[config.mk]
export PLATFORM = sky130hd
export DESIGN_NAME = adc_rx_top
export DESIGN_NICKNAME = d
export VERILOG_FILES = /design/src/adc_rx_pkg.sv /design/src/adc_lane_deser.sv /design/src/adc_sample_buffer.sv /design/src/adc_rx_regs.sv /design/src/adc_rx_top.sv
export SDC_FILE = /design/constraint.sdc
export NUM_CORES = 1
export LEC_CHECK = 0
export BUFFER_PORTS_ARGS = -buffer_cell sky130_fd_sc_hd__buf_2
export CAP_MARGIN = 0
export CORE_ASPECT_RATIO = 0.8
export CORE_UTILIZATION = 45
export DETAILED_ROUTE_END_ITERATION = 12
export HOLD_SLACK_MARGIN = 0.1
export PLACE_DENSITY = 0.61
export SLEW_MARGIN = 20
export SYNTH_ARGS = -nofsm -noshare
export SYNTH_HDL_FRONTEND = slang
export SYNTH_SLANG_ARGS = --single-unit
[constraint.sdc]
create_clock -name fclk_int -period 4.5 [get_ports fclk_int]
set_clock_uncertainty 0.1 [all_clocks]
set_input_delay 0.45 -clock fclk_int [delete_from_list [all_inputs] [get_ports fclk_int]]
set_output_delay 0.45 -clock fclk_int [all_outputs]
set_load 0.01 [all_outputs]
[src/adc_rx_pkg.sv]
package adc_rx_pkg;

  // Fixed ADC word format
  localparam int SAMPLE_W = 10;
  localparam int SLICE_W = 2;
  localparam int SLOT_CYCLES = 5;
  // Widest lane count the command word can address
  localparam int MAX_LANES = 8;
  // Frame lane idles as five ones then five zeros, MSB first
  localparam logic [SAMPLE_W-1:0] FRAME_PATTERN = 10'b11111_00000;
  localparam int REG_ADDR_W = 2;

  // Two bits of one lane in one fclk_int cycle, rise bit first
  typedef struct packed {
    logic rise;
    logic fall;
  } lane_slice_t;

  // One word slot of output, lanes above NUM_LANES read zero
  typedef struct packed {
    logic                                 valid;
    logic [MAX_LANES-1:0][SAMPLE_W-1:0]   data;
  } sample_set_t;

  // Address 0 write data, one slip pulse per set bit
  typedef struct packed {
    logic [22:0]          pad;
    logic                 frame_slip;
    logic [MAX_LANES-1:0] lane_mask;
  } slip_cmd_t;

  // Address 1 write data
  typedef struct packed {
    logic [29:0] pad;
    logic        buffer_reset;
    logic        clear_counts;
  } ctl_cmd_t;

  // Same write word, decoded by address
  typedef union packed {
    slip_cmd_t   slip;
    ctl_cmd_t    ctl;
    logic [31:0] raw;
  } reg_word_u;

  typedef struct packed {
    logic                  cyc;
    logic                  stb;
    logic                  we;
    logic [REG_ADDR_W-1:0] adr;
    logic [31:0]           dat;
  } bus_req_t;

  typedef struct packed {
    logic        ack;
    logic        err;
    logic [31:0] dat;
  } bus_rsp_t;

endpackage

[src/adc_lane_deser.sv]
`timescale 1ns/1ps

module adc_lane_deser #(
  parameter int NUM_LANES = 4
) (
  input  logic                                            fclk_int,
  input  logic                                            rst,
  input  adc_rx_pkg::lane_slice_t [NUM_LANES-1:0]         data_slice_i,
  input  adc_rx_pkg::lane_slice_t                         frame_slice_i,
  input  logic [NUM_LANES-1:0]                            slip_lanes_i,
  input  logic                                            slip_frame_i,
  output logic [NUM_LANES-1:0][adc_rx_pkg::SAMPLE_W-1:0]  lane_words_o,
  output logic                                            word_valid_o,
  output logic                                            frame_err_o,
  output logic [3:0]                                      frame_slip_o
);

  // Data lanes plus the frame lane on top
  localparam int NCH = NUM_LANES + 1;
  localparam int HIST_W = 2 * adc_rx_pkg::SAMPLE_W;
  localparam int SW = adc_rx_pkg::SLICE_W;

  adc_rx_pkg::lane_slice_t [NCH-1:0]          slice_all;
  logic [NCH-1:0]                             slip_all;
  logic [NCH-1:0][HIST_W-1:0]                 hist;
  logic [NCH-1:0][HIST_W-1:0]                 hist_next;
  logic [NCH-1:0][3:0]                        slip;
  logic [NCH-1:0][adc_rx_pkg::SAMPLE_W-1:0]   word_next;
  logic [2:0]                                 phase;
  logic                                       slot;

  // Word starts slip bits back from the newest bit
  function automatic logic [adc_rx_pkg::SAMPLE_W-1:0] pick_word(
    input logic [HIST_W-1:0] h,
    input logic [3:0]        s
  );
    logic [HIST_W-1:0] shifted;
    shifted = h >> s;
    return shifted[adc_rx_pkg::SAMPLE_W-1:0];
  endfunction

  assign slice_all = {frame_slice_i, data_slice_i};
  assign slip_all = {slip_frame_i, slip_lanes_i};
  assign slot = (phase == 3'(adc_rx_pkg::SLOT_CYCLES - 1));
  assign frame_slip_o = slip[NUM_LANES];

  // Shift in rise then fall, extract including this edge's slice
  always_comb begin
    for (int ch = 0; ch < NCH; ch++) begin
      hist_next[ch] = {hist[ch][HIST_W-SW-1:0], slice_all[ch].rise, slice_all[ch].fall};
      word_next[ch] = pick_word(hist_next[ch], slip[ch]);
    end
  end

  always_ff @(posedge fclk_int) begin
    hist <= hist_next;
    if (slot) begin
      lane_words_o <= word_next[NUM_LANES-1:0];
    end
  end

  always_ff @(posedge fclk_int) begin
    if (rst) begin
      phase <= '0;
      slip <= '0;
      word_valid_o <= 1'b0;
      frame_err_o <= 1'b0;
    end else begin
      phase <= slot ? 3'd0 : phase + 3'd1;
      word_valid_o <= slot;
      // Misframed word counted once per slot
      frame_err_o <= slot && (word_next[NUM_LANES] != adc_rx_pkg::FRAME_PATTERN);
      for (int ch = 0; ch < NCH; ch++) begin
        if (slip_all[ch]) begin
          // Wraps modulo word width
          slip[ch] <= (slip[ch] == 4'(adc_rx_pkg::SAMPLE_W - 1)) ? 4'd0 : slip[ch] + 4'd1;
        end
      end
    end
  end

  for (genvar ch = 0; ch < NCH; ch++) begin : g_slip_chk
    a_slip_range: assert property (@(posedge fclk_int) disable iff (rst)
      slip[ch] < 4'(adc_rx_pkg::SAMPLE_W));
  end

  // One slot every SLOT_CYCLES
  a_valid_spacing: assert property (@(posedge fclk_int) disable iff (rst)
    word_valid_o |=> !word_valid_o);

endmodule

[src/adc_sample_buffer.sv]
`timescale 1ns/1ps

module adc_sample_buffer #(
  parameter int NUM_LANES = 4,
  parameter int READ_DELAY = 3,
  parameter int BUF_DEPTH = 16
) (
  input  logic                                            fclk_int,
  input  logic                                            rst,
  input  logic                                            sync_i,
  input  logic                                            buffer_reset_i,
  input  logic                                            clear_counts_i,
  input  logic [NUM_LANES-1:0][adc_rx_pkg::SAMPLE_W-1:0]  lane_words_i,
  input  logic                                            word_valid_i,
  output adc_rx_pkg::sample_set_t                         samples_o,
  output logic                                            armed_o,
  output logic [31:0]                                     words_written_o
);

  localparam int PTR_W = $clog2(BUF_DEPTH);
  localparam int FILL_W = $clog2(BUF_DEPTH + 1);

  logic [NUM_LANES-1:0][adc_rx_pkg::SAMPLE_W-1:0] mem [BUF_DEPTH];
  logic [NUM_LANES-1:0][adc_rx_pkg::SAMPLE_W-1:0] rd_data;
  logic              sync_q;
  logic              sync_rise;
  logic              armed;
  logic [PTR_W-1:0]  wr_ptr;
  logic [PTR_W-1:0]  rd_ptr;
  logic [FILL_W-1:0] fill;
  logic              wr_en;
  logic              rd_en;
  logic              out_valid;
  logic [31:0]       words_cnt;

  // Same clock domain, so one register is enough for the edge
  assign sync_rise = sync_i && !sync_q;
  assign wr_en = armed && word_valid_i && !buffer_reset_i;
  // Reads start once READ_DELAY sets are waiting
  assign rd_en = wr_en && (fill == FILL_W'(READ_DELAY));
  assign armed_o = armed;
  assign words_written_o = words_cnt;

  always_ff @(posedge fclk_int) begin
    if (rst) begin
      sync_q <= 1'b0;
      armed <= 1'b0;
      wr_ptr <= '0;
      rd_ptr <= '0;
      fill <= '0;
      out_valid <= 1'b0;
      words_cnt <= '0;
    end else begin
      sync_q <= sync_i;
      out_valid <= rd_en;
      if (buffer_reset_i) begin
        // Needs a fresh sync edge afterwards
        armed <= 1'b0;
        wr_ptr <= '0;
        rd_ptr <= '0;
        fill <= '0;
      end else begin
        if (sync_rise) begin
          armed <= 1'b1;
        end
        if (wr_en) begin
          wr_ptr <= wr_ptr + 1'b1;
        end
        if (rd_en) begin
          rd_ptr <= rd_ptr + 1'b1;
        end
        // Fill freezes at READ_DELAY once reading
        if (wr_en && !rd_en) begin
          fill <= fill + 1'b1;
        end
      end
      if (clear_counts_i) begin
        words_cnt <= '0;
      end else if (wr_en) begin
        words_cnt <= words_cnt + 32'd1;
      end
    end
  end

  always_ff @(posedge fclk_int) begin
    if (wr_en) begin
      mem[wr_ptr] <= lane_words_i;
    end
    if (rd_en) begin
      rd_data <= mem[rd_ptr];
    end
  end

  always_comb begin
    samples_o = '0;
    samples_o.valid = out_valid;
    samples_o.data[NUM_LANES-1:0] = rd_data;
  end

  a_fill_bound: assert property (@(posedge fclk_int) disable iff (rst)
    fill <= FILL_W'(BUF_DEPTH));

  // Output valid only follows a read taken while armed
  a_read_armed: assert property (@(posedge fclk_int) disable iff (rst)
    samples_o.valid |-> $past(armed));

endmodule

[src/adc_rx_regs.sv]
`timescale 1ns/1ps

module adc_rx_regs #(
  parameter int NUM_LANES = 4
) (
  input  logic                     fclk_int,
  input  logic                     rst,
  input  adc_rx_pkg::bus_req_t     bus_req_i,
  input  logic                     frame_err_i,
  input  logic [31:0]              words_written_i,
  input  logic [3:0]               frame_slip_i,
  input  logic                     armed_i,
  output adc_rx_pkg::bus_rsp_t     bus_rsp_o,
  output logic [NUM_LANES-1:0]     slip_lanes_o,
  output logic                     slip_frame_o,
  output logic                     clear_counts_o,
  output logic                     buffer_reset_o
);

  adc_rx_pkg::reg_word_u wdata;
  logic        req_take;
  logic        wr_slip;
  logic        wr_ctl;
  logic        bad_req;
  logic [31:0] rd_mux;
  logic [31:0] frame_err_cnt;

  // Hold off while this request's response is still on the bus
  assign req_take = bus_req_i.cyc && bus_req_i.stb && !bus_rsp_o.ack && !bus_rsp_o.err;
  assign wdata.raw = bus_req_i.dat;
  assign wr_slip = req_take && bus_req_i.we && (bus_req_i.adr == 2'd0);
  assign wr_ctl = req_take && bus_req_i.we && (bus_req_i.adr == 2'd1);
  // Address 0 write only, the rest read only apart from the ctl word
  assign bad_req = bus_req_i.we ? (bus_req_i.adr > 2'd1) : (bus_req_i.adr == 2'd0);

  always_comb begin
    case (bus_req_i.adr)
      2'd1: rd_mux = frame_err_cnt;
      2'd2: rd_mux = words_written_i;
      2'd3: rd_mux = {23'd0, armed_i, 4'd0, frame_slip_i};
      default: rd_mux = '0;
    endcase
  end

  always_ff @(posedge fclk_int) begin
    if (rst) begin
      bus_rsp_o <= '0;
      slip_lanes_o <= '0;
      slip_frame_o <= 1'b0;
      clear_counts_o <= 1'b0;
      buffer_reset_o <= 1'b0;
    end else begin
      bus_rsp_o.ack <= req_take && !bad_req;
      bus_rsp_o.err <= req_take && bad_req;
      if (req_take) begin
        bus_rsp_o.dat <= bus_req_i.we ? 32'd0 : rd_mux;
      end
      // Strobes land with the response
      slip_lanes_o <= wr_slip ? wdata.slip.lane_mask[NUM_LANES-1:0] : '0;
      slip_frame_o <= wr_slip && wdata.slip.frame_slip;
      clear_counts_o <= wr_ctl && wdata.ctl.clear_counts;
      buffer_reset_o <= wr_ctl && wdata.ctl.buffer_reset;
    end
  end

  // Misframed words since last clear
  always_ff @(posedge fclk_int) begin
    if (rst) begin
      frame_err_cnt <= '0;
    end else if (clear_counts_o) begin
      frame_err_cnt <= '0;
    end else if (frame_err_i) begin
      frame_err_cnt <= frame_err_cnt + 32'd1;
    end
  end

  // Exactly one kind of response, and only for a taken request
  a_one_rsp: assert property (@(posedge fclk_int) disable iff (rst)
    (bus_rsp_o.ack || bus_rsp_o.err) |-> !(bus_rsp_o.ack && bus_rsp_o.err) && $past(req_take));

endmodule

[src/adc_rx_top.sv]
`timescale 1ns/1ps

module adc_rx_top #(
  parameter int NUM_LANES = 4,
  parameter int READ_DELAY = 3,
  parameter int BUF_DEPTH = 16
) (
  input  logic                                     fclk_int,
  input  logic                                     rst,
  input  adc_rx_pkg::lane_slice_t [NUM_LANES-1:0]  data_slice_i,
  input  adc_rx_pkg::lane_slice_t                  frame_slice_i,
  input  logic                                     sync_i,
  input  adc_rx_pkg::bus_req_t                     bus_req_i,
  output adc_rx_pkg::sample_set_t                  samples_o,
  output adc_rx_pkg::bus_rsp_t                     bus_rsp_o
);

  // Deserializer outputs
  logic [NUM_LANES-1:0][adc_rx_pkg::SAMPLE_W-1:0] lane_words;
  logic                 word_valid;
  logic                 frame_err;
  logic [3:0]           frame_slip;
  // Register strobes
  logic [NUM_LANES-1:0] slip_lanes;
  logic                 slip_frame;
  logic                 clear_counts;
  logic                 buffer_reset;
  // Buffer status
  logic                 armed;
  logic [31:0]          words_written;

  adc_lane_deser #(
    .NUM_LANES(NUM_LANES)
  ) adc_lane_deser_inst (
    .fclk_int(fclk_int),
    .rst(rst),
    .data_slice_i(data_slice_i),
    .frame_slice_i(frame_slice_i),
    .slip_lanes_i(slip_lanes),
    .slip_frame_i(slip_frame),
    .lane_words_o(lane_words),
    .word_valid_o(word_valid),
    .frame_err_o(frame_err),
    .frame_slip_o(frame_slip)
  );

  adc_sample_buffer #(
    .NUM_LANES(NUM_LANES),
    .READ_DELAY(READ_DELAY),
    .BUF_DEPTH(BUF_DEPTH)
  ) adc_sample_buffer_inst (
    .fclk_int(fclk_int),
    .rst(rst),
    .sync_i(sync_i),
    .buffer_reset_i(buffer_reset),
    .clear_counts_i(clear_counts),
    .lane_words_i(lane_words),
    .word_valid_i(word_valid),
    .samples_o(samples_o),
    .armed_o(armed),
    .words_written_o(words_written)
  );

  adc_rx_regs #(
    .NUM_LANES(NUM_LANES)
  ) adc_rx_regs_inst (
    .fclk_int(fclk_int),
    .rst(rst),
    .bus_req_i(bus_req_i),
    .frame_err_i(frame_err),
    .words_written_i(words_written),
    .frame_slip_i(frame_slip),
    .armed_i(armed),
    .bus_rsp_o(bus_rsp_o),
    .slip_lanes_o(slip_lanes),
    .slip_frame_o(slip_frame),
    .clear_counts_o(clear_counts),
    .buffer_reset_o(buffer_reset)
  );

endmodule

## Yosys cells after proc, flatten, opt, wreduce, memory -nomap -nowiden

Memory sizes are Yosys's and may differ from the RTL's. A register that Yosys moved wholly into a read port is not among the register bits.
Index checks and enable logic that the tools add are counted.

- Flip-flop bits (word level): 276
- Memory bits (writable): 640
- Input port bits: 50
- Output and inout port bits: 115
- Logic and storage cells: 100
- Memories kept: 1

- Add/sub/neg operators: 11
- $lt $le $gt $ge: 1
- Equal/unequal tests: 11
- Shifts and indexed selects: 5
- Mux-type cells: 10
- Bitwise logic cells: 1
- Reduce and logical (&&, ||, !) cells: 28

Memories:

| memory | depth | bits a word | rd ports | clocked after Yosys merged registers in | wr ports | RTL line | RTL |
|---|---|---|---|---|---|---|---|
| adc_sample_buffer_inst.mem | 16 | 40 | 1 | 1 | 1 | adc_sample_buffer.sv:23 | `logic [NUM_LANES-1:0][adc_rx_pkg::SAMPLE_W-1:0] mem [BUF_DEPTH];` |

Operator list:

| operator | count |
|---|---|
| $shr 20x4->10 | 5 |
| $pmux 32 s3 | 1 |
| $add 32x1->32 const B | 2 |
| $mux 32 | 1 |
| $add 4x1->4 const B | 7 |
| $eq 4x4->1 const B | 5 |
| $mux 4 | 5 |
| $logic_and 1x1->1 | 17 |
| $ne 10x10->1 const B | 1 |
| $reduce_or 2->1 | 4 |
| $logic_not 1->1 | 6 |
| $add 5x1->5 const B | 1 |
| $eq 5x2->1 const B | 1 |
| $eq 2x2->1 const B | 2 |
| $add 3x1->3 const B | 1 |
| $eq 3x3->1 const B | 1 |
| $mux 1 | 3 |
| $eq 2x1->1 const B | 1 |
| $gt 2x1->1 const B | 1 |
| $logic_not 2->1 | 1 |
| $not 1->1 | 1 |

## Logic depth before layout (Yosys ltp)

Gate-level depths: netlist of run 1.

- Depth in word-level cells: 7
- Gate-level depth with buffers: 7
- Depth with buffers taken out: 6

## Cells and area by module

Synthesis of run 1 repeated with hierarchy kept, for this count alone.

- Cells, all modules: 2209
- Area total of the unflattened synthesis: 38414.3 um2

By module, submodules not included:

| module | times used | cells an instance | area an instance (um2) | sequential area each (um2) |
|---|---|---|---|---|
| adc_sample_buffer | 1 | 1255 | 27766.6 | 21380.5 |
| adc_lane_deser | 1 | 588 | 7335.8 | 3503.4 |
| adc_rx_regs | 1 | 366 | 3311.9 | 1461.4 |

## Least setup slack after synthesis of run 1

OpenSTA, ideal clock, no wires.

- Path kind: reg-to-reg
- From: register adc_sample_buffer_inst.armed (netlist: adc_sample_buffer_inst.armed_o)
- To: memory adc_sample_buffer_inst.mem[0][0] (netlist bit) (enable)
- Setup time: 0.487 ns
- Arrival: 3.979 ns
- Data required time: 3.913 ns
- Slack: -0.066 ns
- Cell stages (with the launch flop): 6
- Buffers on the path: 2
- Period minus slack after synthesis: 4.566 ns
- Cells stage by stage: dfxtp_1 -> and3b_1 -> clkbuf_1 -> clkbuf_1 -> nand2_1 -> nor3_1

- Word-level cells in the longest chain between the ends: 4

RTL lines:

| element | RTL line | RTL |
|---|---|---|
| start, declared | adc_sample_buffer.sv:27 | `logic armed;` |
| start signal, assigned | adc_sample_buffer.sv:47 | `armed <= 1'b0;` |
| start signal, assigned | adc_sample_buffer.sv:58 | `armed <= 1'b0;` |
| start signal, assigned | adc_sample_buffer.sv:64 | `armed <= 1'b1;` |
| $logic_and 1x1->1 (2 in series) | adc_sample_buffer.sv:38 | `assign wr_en = armed && word_valid_i && !buffer_reset_i;` |
| $mux 1 | adc_sample_buffer.sv:86 | `if (wr_en) begin` |
| $mux 1 (not written as such) | adc_sample_buffer.sv:87 | `mem[wr_ptr] <= lane_words_i;` |
| end, declared | adc_sample_buffer.sv:23 |  |

No other way between the ends.

## Final worst setup path of run 1

- From: register adc_sample_buffer_inst.armed (netlist: adc_sample_buffer_inst.armed_o)
- To: memory adc_sample_buffer_inst.mem[7][22] (netlist bit) (enable)

Same word-level chain as after synthesis.

==> results of run 1 <==
## stage by stage
step	setup WS, ps	hold slack (ps)	area, µm²	util
after floorplan	277	231	38000	-
after global placement	1720	244	39600	0.478
after detailed placement	1650	256	39600	0.478
after CTS	1670	160	43000	0.519
after global routing	1540	229	43000	0.519
final	1710	224	43000	0.519
## worst reg2reg max path, cell delays in order (launching register included)
cell     delay (ps)
dfxtp_1         380
and3b_1         170
buf_4           220
nand2_1         300
nor2_4          940
buf_4           390
## final timing paths
kind                                                startpoint                                end  slack [ps]  cells after the start
worst max-delay path            adc_sample_buffer_inst.armed_o  adc_sample_buffer_inst.mem[7][22]        1710                      5
worst min-delay path                             bus_req_i[33]     adc_rx_regs_inst.bus_rsp_o[32]         220                      3
worst min register to register    adc_lane_deser_inst.hist[69]       adc_lane_deser_inst.hist[71]         240                      0
worst max register to register  adc_sample_buffer_inst.armed_o  adc_sample_buffer_inst.mem[7][22]        1710                      5
## cell usage after synthesis, types with 9 or more instances
library cell	instances	share of area
a211oi_1	12	0.0024
a21oi_1	66	0.0087
a22o_1	31	0.0072
a22oi_1	32	0.0063
and2_1	11	0.0018
and3_1	11	0.0018
buf_1	19	0.0019
buf_2	39	0.0052
buf_4	42	0.0083
clkbuf_1	66	0.0065
dfxtp_1	236	0.12
edfxtp_1	720	0.57
ha_1	10	0.0033
inv_1	24	0.0024
mux2_2	26	0.0077
mux2i_1	55	0.015
mux4_2	244	0.15
nand2_1	49	0.0049
nand3_1	27	0.0036
nand3b_1	9	0.0018
nand4_1	19	0.0031
nor2_1	202	0.020
nor2b_1	18	0.0030
nor3_1	28	0.0037
o21ai_0	37	0.0049
or3_1	12	0.0020
xnor2_1	40	0.0092
xor2_1	28	0.0065
## flip-flops by register name, summed over array words and instances (netlist names), 3 cells and up
register / count
adc_sample_buffer_inst.mem: 640
adc_lane_deser_inst.hist: 90
adc_lane_deser_inst.lane_words_o: 40
adc_sample_buffer_inst.samples_o: 40
adc_rx_regs_inst.bus_rsp_o: 34
adc_rx_regs_inst.frame_err_cnt: 32
adc_sample_buffer_inst.words_written_o: 32
adc_lane_deser_inst.slip: 16
adc_sample_buffer_inst.fill: 5
adc_lane_deser_inst.frame_slip_o: 4
adc_rx_regs_inst.slip_lanes_o: 4
adc_sample_buffer_inst.rd_ptr: 4
adc_sample_buffer_inst.wr_ptr: 4
adc_lane_deser_inst.phase: 3
## placed cells by master, fill, tap and decap left out, types with 11 or more instances in the layout
cell type | netlist | final
a22oi_1 | 32 | 32
clkbuf_1 | 66 | 25
inv_1 | 24 | 23
nand2_1 | 49 | 49
mux2i_1 | 55 | 55
mux4_2 | 244 | 244
nand4_1 | 19 | 19
nand3_1 | 27 | 27
conb_1 | 1 | 40
clkbuf_16 | 0 | 97
clkbuf_8 | 0 | 14
dfxtp_1 | 236 | 230
clkinv_2 | 0 | 18
nor2b_1 | 18 | 16
edfxtp_1 | 720 | 720
mux2_2 | 26 | 26
xnor2_1 | 40 | 40
o21ai_0 | 37 | 37
a211oi_1 | 12 | 12
buf_2 | 39 | 97
nor2_4 | 0 | 12
and3_1 | 11 | 11
nor3_1 | 28 | 24
a22o_1 | 31 | 31
xor2_1 | 28 | 28
or3_1 | 12 | 12
dlygate4sd3_1 | 0 | 18
nor2_1 | 202 | 189
a21oi_1 | 66 | 66
buf_4 | 42 | 40
## logic make-up after synthesis
kind of cell / synth area share
adders and majority gates: 0.00330
buffers and inverters: 0.0247
muxes: 0.167
and+or+nand+nor: 0.0583
AOI/OAI and AO/OA: 0.0352
xor gates and xnor gates: 0.0157
DFF: 0.695
other: 0.0000990
## cell type report
class	instances	area [µm²]
diodes	1	2.50
clock buffers	136	2710
clock inverters	41	448
fillers	6689	39800
inverters	28	105
multi-input cells	1087	10900
flip-flops and latches	956	26400
well taps	1104	1380
repair buffers	161	1090
## routing by layer
metal | GRT usage | wire (µm) | vias to the layer above
met5 | 0 | 0 | -
met4 | 0.0440 | 1350 | 0
met3 | 0.0345 | 4470 | 94
met2 | 0.309 | 38600 | 535
met1 | 0.275 | 36400 | 10200
li1 | - | - | 8862
## power groups by stage
stage	sequential, µW	clock (µW)	combinational (µW)
2_1_floorplan	9680	0	197
3_3_place_gp	9700	0	233
3_5_place_dp	9710	0	234
4_1_cts	9520	8070	248
5_1_grt	9530	8410	275
6_report	9520	7920	249
==> metrics.md, run 1 <==
| Metric | Value |
|---|---|
| Final RePlAce weighted congestion | a little over 0.8 |
| EDFF count, synth | 720 |
| CTS tree | built |
| Critical path type | reg -> reg |
| Worst min path class | in -> reg |
| Number of buffers created by CTS | 94 |
| Antenna violations before repair | 0 |
| Lkg Pwr | 0.0138 µW |
| 1st-iter DRT viols | 1,862 |
| Combinational power share | 0.014 |
| Crit-path most repeated cell | buf_4 |
| Post-Synthesis Cells | 2,198 |
| Grt total ovfl | 0 |
| Depth of the CTS H-tree | 3 |
| Initial core utilization | 0.458 |
| Max IR drop VDD | 0.332 mV |
| Die width | 326 µm |
| Chip height | 262 µm |
| Total GRT Usage | 0.192 |
| Post-synthesis sequential area ratio | 0.695 |
| Fin cells | 3,514 |
| Post-Place Cells | 3,317 |
| Worst path max stage delay | 930 ps |
| Top FF cell, synth | edfxtp_1 |
| Vias in the first global route | roughly 20,000 |
| I/O pin cnt | ~170 |
| Pwr Total | 17,700 µW |
| Fin crit period | 2790 ps |
| Largest net degree at the start of global routing | 68 |
| Via total after detailed routing | 19,700 |
| Layout cell share with drive strength beyond 1 | 0.249 |
| Layout Nets | ~2,400 |
| Required time of the critical path | 4750 ps |
| Area growth from synthesis to layout | 13.5% |
| Crit. End Element | flop |
| Max Clock Freq | between 300 and 400 MHz |
| Hold Violations, Final | 0 |
| Post-DR wirelength/cell | 23.0 µm |
| Critical-path cell list | and3b_1, buf_4, nand2_1, nor2_4, buf_4 |
| Actual slew at the worst max-slew pin | between 1000 and 1500 ps |
| Die footprint | between 80,000 and 90,000 µm² |
| Syn Area/Cell | 17.2 µm² |
| Final Max Slew Viols | 0 |
| Worst Setup Start Kind | flop |
| Rows | 94 |
| Slowest cell on the critical path | nor2_4 |
| Clock Root Buffer | clkbuf_16 |
| Final period util | 0.620 |
| Antenna-violating nets left | 0 |
| Worst path arrival time | 3040 ps |
| Synth Warn # | 0 |
| # hold bufs at CTS | 18 |
| Setup violations, final | 0 |
| Max Cap Viol | 0 |
| Setup repair bufs after CTS | 0 |
| # clock sinks | about 960 |
| DRC | 0 |
| First-pass GRT wire length | 123 mm |
| Relative slew slack | 0.270 |
| Status | complete, no violations |
| Seq pwr share | 0.538 |
| Core area | 82,800 µm² |
| Setup TNS after final layout | 0 ps |
| Buf+Inv Stages, Crit Path | 2 |
| Asr flop ratio synth | 0 |
| Post-Synthesis Cell Area | 37,900 µm² |
| Clock slew at reported path FFs | 60 ps |
| Routed WL | ~81 mm |
| Clk_lat worst skew | between 600 and 700 ps |
| Number of distinct library cells after synthesis | slightly below 60 |
| Clock Path Buffers | 3 |
| Unrepaired setup endpoints after global routing | false |
| Power density cells | 411 nW/µm² |
| IO Port Bufs | 97 |
| Detailed Place HPWL | roughly 47 mm |
| Via density | 5.61 |
| Power Internal | approximately 14,000 µW |
| Sw Ratio | 0.199 |
| Yosys reg bits | 956 |
| Sw Pwr | 3520 µW |
| TritonRoute pass-1 iters | 5 |
| Clock share of power | 0.448 |
| Worst-path fanout max | 24 |
| CTS-repair resized insts | 0 |
| Top Family by Delay on Critical Path | simple AND/OR/NAND/NOR gates |
No activity file was read; power rests on OpenSTA's default activity.
==> run 2, diff against run 1 <==
--- a/config.mk
+++ b/config.mk
@@ -5,13 +5,14 @@
 export SDC_FILE = /design/constraint.sdc
 export NUM_CORES = 1
 export LEC_CHECK = 0
+export ABC_AREA = 1
 export BUFFER_PORTS_ARGS = -buffer_cell sky130_fd_sc_hd__buf_2
 export CAP_MARGIN = 0
 export CORE_ASPECT_RATIO = 0.8
 export CORE_UTILIZATION = 45
 export DETAILED_ROUTE_END_ITERATION = 12
 export HOLD_SLACK_MARGIN = 0.1
-export PLACE_DENSITY = 0.61
+export PLACE_DENSITY = 0.58
 export SLEW_MARGIN = 20
 export SYNTH_ARGS = -nofsm -noshare
 export SYNTH_HDL_FRONTEND = slang
==> constraint.sdc (replaced) <==
create_clock -name fclk_int -period 2.6 [get_ports fclk_int]
set_clock_uncertainty 0.1 [all_clocks]
set_input_delay 0.26 -clock fclk_int [delete_from_list [all_inputs] [get_ports fclk_int]]
set_output_delay 0.26 -clock fclk_int [all_outputs]
set_load 0.01 [all_outputs]
==> run 2 against run 1 <==
  * Combinational power increased by 110%
  * Final area rose by 3.8%
  * Sequential cell count stayed put
  * Setup slack worse by 1400 ps
  * Synthesized area up 3.3%
  * First-iteration DRC count increased by 20%
  * Non-clock buffer count is 38 higher
  * Wire length is 19% higher
  * Clock-buffer cell count decreased by 13
  * Power grew 77%
  * Critical path type unchanged
  * Largest power group unchanged
  * Highest routed layer unchanged
==> metrics.md, run 2 <==
| Metric | Value |
|---|---|
| Status | complete, no violations |
| Number of distinct library cells after synthesis | 47 (-19%) |
| Detailed Place HPWL | 54.7 mm (+16%) |
| Max IR drop VDD | 0.438 mV (+32%) |
| Worst Setup Start Kind | flop |
| Layout Nets | 3,578 (+50%) |
| Lkg Pwr | 0.0149 µW (+8.2%) |
| Clk_lat worst skew | 670 ps (about the same) |
| Max Clock Freq | 433 MHz (+21%) |
| Final Util | 0.520 (+0.000545) |
| Most frequent cells after synthesis | 720 x edfxtp_1, 556 x nand2_1, 382 x nor2_1 |
| Antenna-violating nets left | 0 (unchanged) |
| Worst path max stage delay | 640 ps (-290 ps) |
| Rows | 96 (+2.1%) |
| Post-Place Cells | 4,522 (+36%) |
| Worst setup path startpoint | adc_lane_deser_inst.slip[0] |
| DRC | 0 (unchanged) |
| Initial core utilization | 0.456 (-0.00187) |
| Antenna diode count | 0 (-1) |
| Critical path type | reg -> reg |
| Fin crit period | 2310 ps (-482 ps) |
| Vias in the first global route | 25,700 (+29%) |
| Ranking of synthesized cells by area | edfxtp_1 55%, dfxtp_1 12%, nand2_1 5.3%, o21ai_0 3.8%, nor2_1 3.7% |
| Area growth from synthesis to layout | 14.1% |
| Critical-path cell list | inv_1, o21ai_0, nand2_1, nand2_1, a21oi_1, o21ai_0, o221ai_1 |
| Slowest cell on the critical path | dfxtp_1 |
| Via density | 5.60 (about the same) |
| IO Port Bufs | 97 (unchanged) |
| Layout cell share with drive strength beyond 1 | 0.106 (-0.143) |
| Core area | 85,900 µm² (+3.7%) |
| Die width | 332 µm (+1.6%) |
| I/O pin cnt | 165 (unchanged) |
| Max Cap Viol | 0 (unchanged) |
| Fin cells | 4,725 (+34%) |
| Setup TNS after final layout | 0 ps (unchanged) |
| Setup violations, final | 0 (unchanged) |
| Power density cells | 700 nW/µm² (+70%) |
| Commonest cells after routing, fill and taps aside | 720 x edfxtp_1, 556 x nand2_1, 362 x nor2_1 |
| Post-Synthesis Cell Area | 39,100 µm² (+3.3%) |
| Number of buffers created by CTS | 96 (+2.1%) |
| Worst path arrival time | 2570 ps (-470 ps) |
| Via total after detailed routing | 26,500 (+34%) |
| TritonRoute pass-1 iters | 5 (unchanged) |
| Setup slack after layout | 291 ps (-1420 ps) |
| Commonest non-fill, non-tap cell in the layout | edfxtp_1 |
| # clock sinks | 956 (unchanged) |
| Post-DR wirelength/cell | 20.3 µm (-11%) |
| EDFF count, synth | 720 (unchanged) |
| Top FF cell, synth | edfxtp_1 |
| Worst-path fanout max | 15 (-38%) |
| Fillers | 7,297 (+9.1%) |
| Worst min path class | in -> reg |
| Setup slack, reg-to-reg | 290 ps (-1420 ps) |
| Top-count cell post-synth | edfxtp_1 |
| Final RePlAce weighted congestion | 0.904 (+9.0%) |
| Clock Path Buffers | 3 (unchanged) |
| Hold_sp | bus_req_i[36] |
| First-pass GRT wire length | 147 mm (+20%) |
| Post-Synthesis Cells | 3,408 (+55%) |
| Reg-to-Reg Start | adc_lane_deser_inst.slip[0] |
| Crit. End Element | flop |
| Hold Path Cell Cnt | 5 (+2) |
| Register area | 26,400 µm² (about the same) |
| Multi-input gate area | 11,300 µm² (+3.8%) |
| 1st-iter DRT viols | 2,239 (+20%) |
| Depth of the CTS H-tree | 3 (unchanged) |
| Final Max Slew Viols | 0 (unchanged) |
| Largest regs | adc_sample_buffer_inst.mem (640), adc_lane_deser_inst.hist (90) |
| Die footprint | 88,200 µm² (+3.3%) |
| Largest net degree at the start of global routing | 120 (+76%) |
| Grt total ovfl | 0 (unchanged) |
| Required time of the critical path | 2860 ps (-1890 ps) |
| Largest register FFs | 640 (unchanged) |
| Synth Warn # | 0 (unchanged) |
| Chip height | 266 µm (+1.6%) |
| Unrepaired setup endpoints after global routing | false |
| Clock Root Buffer | clkbuf_16 |
| Actual slew at the worst max-slew pin | 859 ps (-234 ps) |
| Relative slew slack | 0.428 (+0.158) |
| Syn Area/Cell | 11.5 µm² (-33%) |
| Clock slew at reported path FFs | 60 ps (about the same) |
| Antenna violations before repair | 0 (unchanged) |
| Post-synthesis sequential area ratio | 0.673 (-0.0222) |
| Asr flop ratio synth | 0 (unchanged) |
| Top-area cell type share of the netlist area | 0.552 (-0.0182) |
| Top reg by flops | adc_sample_buffer_inst.mem |
| Area leader, netlist | edfxtp_1 |
| Hold Violations, Final | 0 (unchanged) |
| CTS tree | built |
| Cells on worst reg2reg path | 7 (+2) |
| Worst slack, placed | 375 ps (-1280 ps) |
| Final period util | 0.888 (+0.268) |
| Total GRT Usage | 0.216 (+0.0237) |
| Yosys reg bits | 956 (unchanged) |
| Routed WL | 96.1 mm (+19%) |
[run 2: changes by cell type in the layout (fill, tap and decap cells not counted), moves of 41 or more]
| cell | change |
|---|---|
| o32ai_1 | +41 |
| nor2_1 | +173 |
| inv_1 | +129 |
| o21ai_0 | +259 |
| nand2_1 | +507 |
| mux2i_1 | +83 |
| o221ai_1 | +131 |
| mux4_2 | -244 |
| nand3_1 | +124 |
| o211ai_1 | +68 |
[run 2: repair_timing]
item | 4_1_cts | 5_1_grt
hold endpoints to repair | 55 | 0
hold buffers | 26 | 0
setup endpoints to repair | 0 | 3
gates resized for setup | 0 | 2
buffers inserted | 0 | 0
[run 2: logic make-up (layout without fill, tap and decap cells)]
family | Yosys count | count (layout) | synth area share
AND/OR/NAND/NOR | 1191 | 1191 | 0.127
flip-flops | 956 | 956 | 0.673
AO/OA/AOI/OAI | 701 | 701 | 0.113
buffers and inverters | 397 | 548 | 0.0451
multiplexers | 138 | 138 | 0.0353
XOR/XNOR | 14 | 14 | 0.00313
adder cells (fa/ha/maj) | 10 | 10 | 0.00320
other | 1 | 40 | 0.0000958
[run 2: path summary, 6_finish.rpt]
path / end
max: adc_lane_deser_inst.lane_words_o[4]
min: adc_rx_regs_inst.bus_rsp_o[1]
max reg2reg: adc_lane_deser_inst.lane_words_o[4]
min reg2reg: adc_lane_deser_inst.hist[65]
[run 2: per-stage QoR]
step | power [µW] | hold WS, ps | area (µm²)
after floorplan | 17200 | 188 | 39400
after global placement | 17300 | 237 | 41100
after detailed placement | 17300 | 237 | 41100
after CTS | 31500 | 108 | 44700
after global routing | 32200 | 138 | 44600
final | 31200 | 137 | 44600
[run 2: cell type report]
class / count / area share
clock buffer: 123 / 0.0595
clock inverter: 55 / 0.0139
multi-input combinational: 2094 / 0.253
inverter: 171 / 0.0145
sequential: 956 / 0.590
timing repair buffer: 199 / 0.0370
tap: 1127 / 0.0316
[run 2: power breakdown]
group,total [µW],internal (µW),switching [µW],leakage (µW)
Clock,14200,8350,5850,0.00160
Combinational,512,171,341,0.00493
Sequential,16500,16400,127,0.00841
[run 2: critical path: cells and delay by family (launching register included)]
kind / cells / cell delay, ps
flip-flops: 1 / 640
AND/OR/NAND/NOR: 2 / 180
AO/OA/AOI/OAI: 4 / 760
buffers and inverters: 1 / 330
[run 2: metal layers]
layer | vias up | track usage | wire [µm]
met5 | - | 0 | 0
met4 | 0 | 0.0546 | 2010
met3 | 149 | 0.0325 | 5320
met2 | 766 | 0.358 | 45200
met1 | 13100 | 0.299 | 43600
li1 | 12500 | - | -
==> run 3, diff against run 2 <==
--- a/config.mk
+++ b/config.mk
@@ -12,7 +12,7 @@
 export CORE_UTILIZATION = 45
 export DETAILED_ROUTE_END_ITERATION = 12
 export HOLD_SLACK_MARGIN = 0.1
-export PLACE_DENSITY = 0.58
+export PLACE_DENSITY = 0.61
 export SLEW_MARGIN = 20
 export SYNTH_ARGS = -nofsm -noshare
 export SYNTH_HDL_FRONTEND = slang
==> constraint.sdc (replaced) <==
create_clock -name fclk_int -period 2.04 [get_ports fclk_int]
set_clock_uncertainty 0.1 [all_clocks]
set_input_delay 0.204 -clock fclk_int [delete_from_list [all_inputs] [get_ports fclk_int]]
set_output_delay 0.204 -clock fclk_int [all_outputs]
set_load 0.01 [all_outputs]
==> run 3 against run 2 <==
  * Critical path depth is 1 higher
  * Sequential power is 28% higher
  * Combinational power is 29% higher
  * Wire length is 2.3% lower
  * Cell count is 1.7% higher
==> metrics.md, run 3 (synthesis results as in run 2) <==
| Metric | Value |
|---|---|
| Clock Root Buffer | clkbuf_16 |
| Status | complete, no violations |
| Setup TNS after final layout | 0 ps (unchanged) |
| Fin crit period | 1940 ps (-373 ps) |
| Rows | 96 (unchanged) |
| Post-DR wirelength/cell | 19.5 µm (-4.0%) |
| Chip height | 266 µm (unchanged) |
| CTS tree | built |
| Vias in the first global route | 24,800 (-3.6%) |
| Critical path type | reg -> reg |
| Largest regs | adc_sample_buffer_inst.mem (640), adc_lane_deser_inst.hist (90) |
| Layout cell share with drive strength beyond 1 | 0.124 (+0.0183) |
| DRC | 0 (unchanged) |
| Power density cells | 869 nW/µm² (+24%) |
| Depth of the CTS H-tree | 3 (unchanged) |
| Fillers | 7,280 (-0.23%) |
| Hold Violations, Final | 0 (unchanged) |
| I/O pin cnt | 165 (unchanged) |
| Die footprint | 88,200 µm² (unchanged) |
| Max Clock Freq | 516 MHz (+19%) |
| Largest register FFs | 640 (unchanged) |
| Hold Path Cell Cnt | 2 (-3) |
| Worst slack, placed | 108 ps (-267 ps) |
| Initial core utilization | 0.456 (unchanged) |
| Worst path arrival time | 2440 ps (-130 ps) |
| Die width | 332 µm (unchanged) |
| TritonRoute pass-1 iters | 6 (+1) |
| Lkg Pwr | 0.0154 µW (+3.4%) |
| Detailed Place HPWL | 57.0 mm (+4.2%) |
| Clk_lat worst skew | 670 ps (about the same) |
| Cells on worst reg2reg path | 8 (+1) |
| Max Cap Viol | 0 (unchanged) |
| Relative slew slack | 0.502 (+0.0742) |
| Number of buffers created by CTS | 94 (-2.1%) |
| Final period util | 0.949 (+0.0610) |
| Top reg by flops | adc_sample_buffer_inst.mem |
| Clock Path Buffers | 3 (unchanged) |
| Required time of the critical path | 2540 ps (-320 ps) |
| Commonest non-fill, non-tap cell in the layout | edfxtp_1 |
| Grt total ovfl | 0 (unchanged) |
| Via total after detailed routing | 26,200 (-1.1%) |
| Commonest cells after routing, fill and taps aside | 720 x edfxtp_1, 553 x nand2_1, 364 x nor2_1 |
| Unrepaired setup endpoints after global routing | true |
| Antenna diode count | 0 (unchanged) |
| Core area | 85,900 µm² (unchanged) |
| Area growth from synthesis to layout | 16.8% |
| Via density | 5.45 (-2.8%) |
| Antenna violations before repair | 0 (unchanged) |
| Antenna-violating nets left | 0 (unchanged) |
| Largest net degree at the start of global routing | 108 (-10%) |
| # clock sinks | 956 (unchanged) |
| Final RePlAce weighted congestion | 0.881 (-2.6%) |
| Clock slew at reported path FFs | 60 ps (about the same) |
| Final Max Slew Viols | 0 (unchanged) |
| Max IR drop VDD | 0.637 mV (+45%) |
| Setup slack after layout | 104 ps (-187 ps) |
| Worst-path fanout max | 3 (-12) |
| Routed WL | 93.9 mm (-2.3%) |
| First-pass GRT wire length | 145 mm (-1.7%) |
| Total GRT Usage | 0.213 (-0.00358) |
| Setup violations, final | 0 (unchanged) |
| Actual slew at the worst max-slew pin | 747 ps (-111 ps) |
| Crit. End Element | flop |
| Worst min path class | in -> reg |
| IO Port Bufs | 97 (unchanged) |
| Layout Nets | 3,660 (+2.3%) |
| Worst Setup Start Kind | flop |
| 1st-iter DRT viols | 2,287 (+2.1%) |
## run 3: cell count changes in the layout (fill, tap and decap cells not counted), sizes merged, moves of 4 or more
cell         before  now
clkinv           47   43
clkbuf          123  115
dlygate4sd3      25   36
buf             174  247
inv             164  168
## run 3: final cells by class
class	count	area, µm²	share of cell area
timing repair buffer	283	2730	0.0598
clock buffer	115	2490	0.0545
inverter	171	658	0.0144
clock inverter	61	699	0.0153
multi-input combinational	2094	11300	0.248
tap	1127	1410	0.0309
sequential	956	26400	0.577
## run 3: report_power, final
part           internal (µW)  switching (µW)  total, µW
Combinational            238             424        662
Clock                  10500            7450      18000
Sequential             20900             171      21100
## run 3: worst paths after layout
check / from / endpoint / slack, ps
worst max-delay path: adc_rx_regs_inst.bus_rsp_o[33] / adc_rx_regs_inst.slip_lanes_o[2] / 100
worst min-delay path: frame_slice_i[1] / adc_lane_deser_inst.hist[81] / 150
worst max register to register: adc_rx_regs_inst.bus_rsp_o[33] / adc_rx_regs_inst.slip_lanes_o[2] / 100
worst min register to register: adc_lane_deser_inst.hist[63] / adc_lane_deser_inst.hist[65] / 250
## run 3: worst max-delay path: stages, from the launching register on
cell           delay, ps
dfxtp_1              310
nor2_1                90
and3_1               180
clkinv_1             110
nor2_1               130
nand3_1              120
buf_4                180
nor2_1               100
dlygate4sd3_1        550
## run 3: layer usage
layer / GRT usage / share of wire / up-vias / wire [µm]
met2: 0.332 / 0.45 / 701 / 42100
li1: - / - / 12700 / -
met1: 0.314 / 0.47 / 12700 / 44500
met4: 0.0450 / 0.017 / 0 / 1590
met5: 0 / 0 / - / 0
met3: 0.0325 / 0.060 / 113 / 5650
## run 3: per-stage QoR
stage	instance area [µm²]	power (µW)	hold WS (ps)	std cells	utilization
3_3_place_gp	42100	22100	223	4593	0.490
3_5_place_dp	42100	22100	225	4593	0.490
5_1_grt	45700	40900	133	4807	0.532
4_1_cts	45700	40000	105	4805	0.532
6_report	45700	39700	149	4807	0.532
2_1_floorplan	39400	21900	132	3447	-
## run 3: what timing repair did
item,CTS,global route
hold buffers,36,1
endpoints found under the setup margin,0,35
endpoints found under the hold margin,75,1
resized for setup,0,12
buffers inserted,0,2
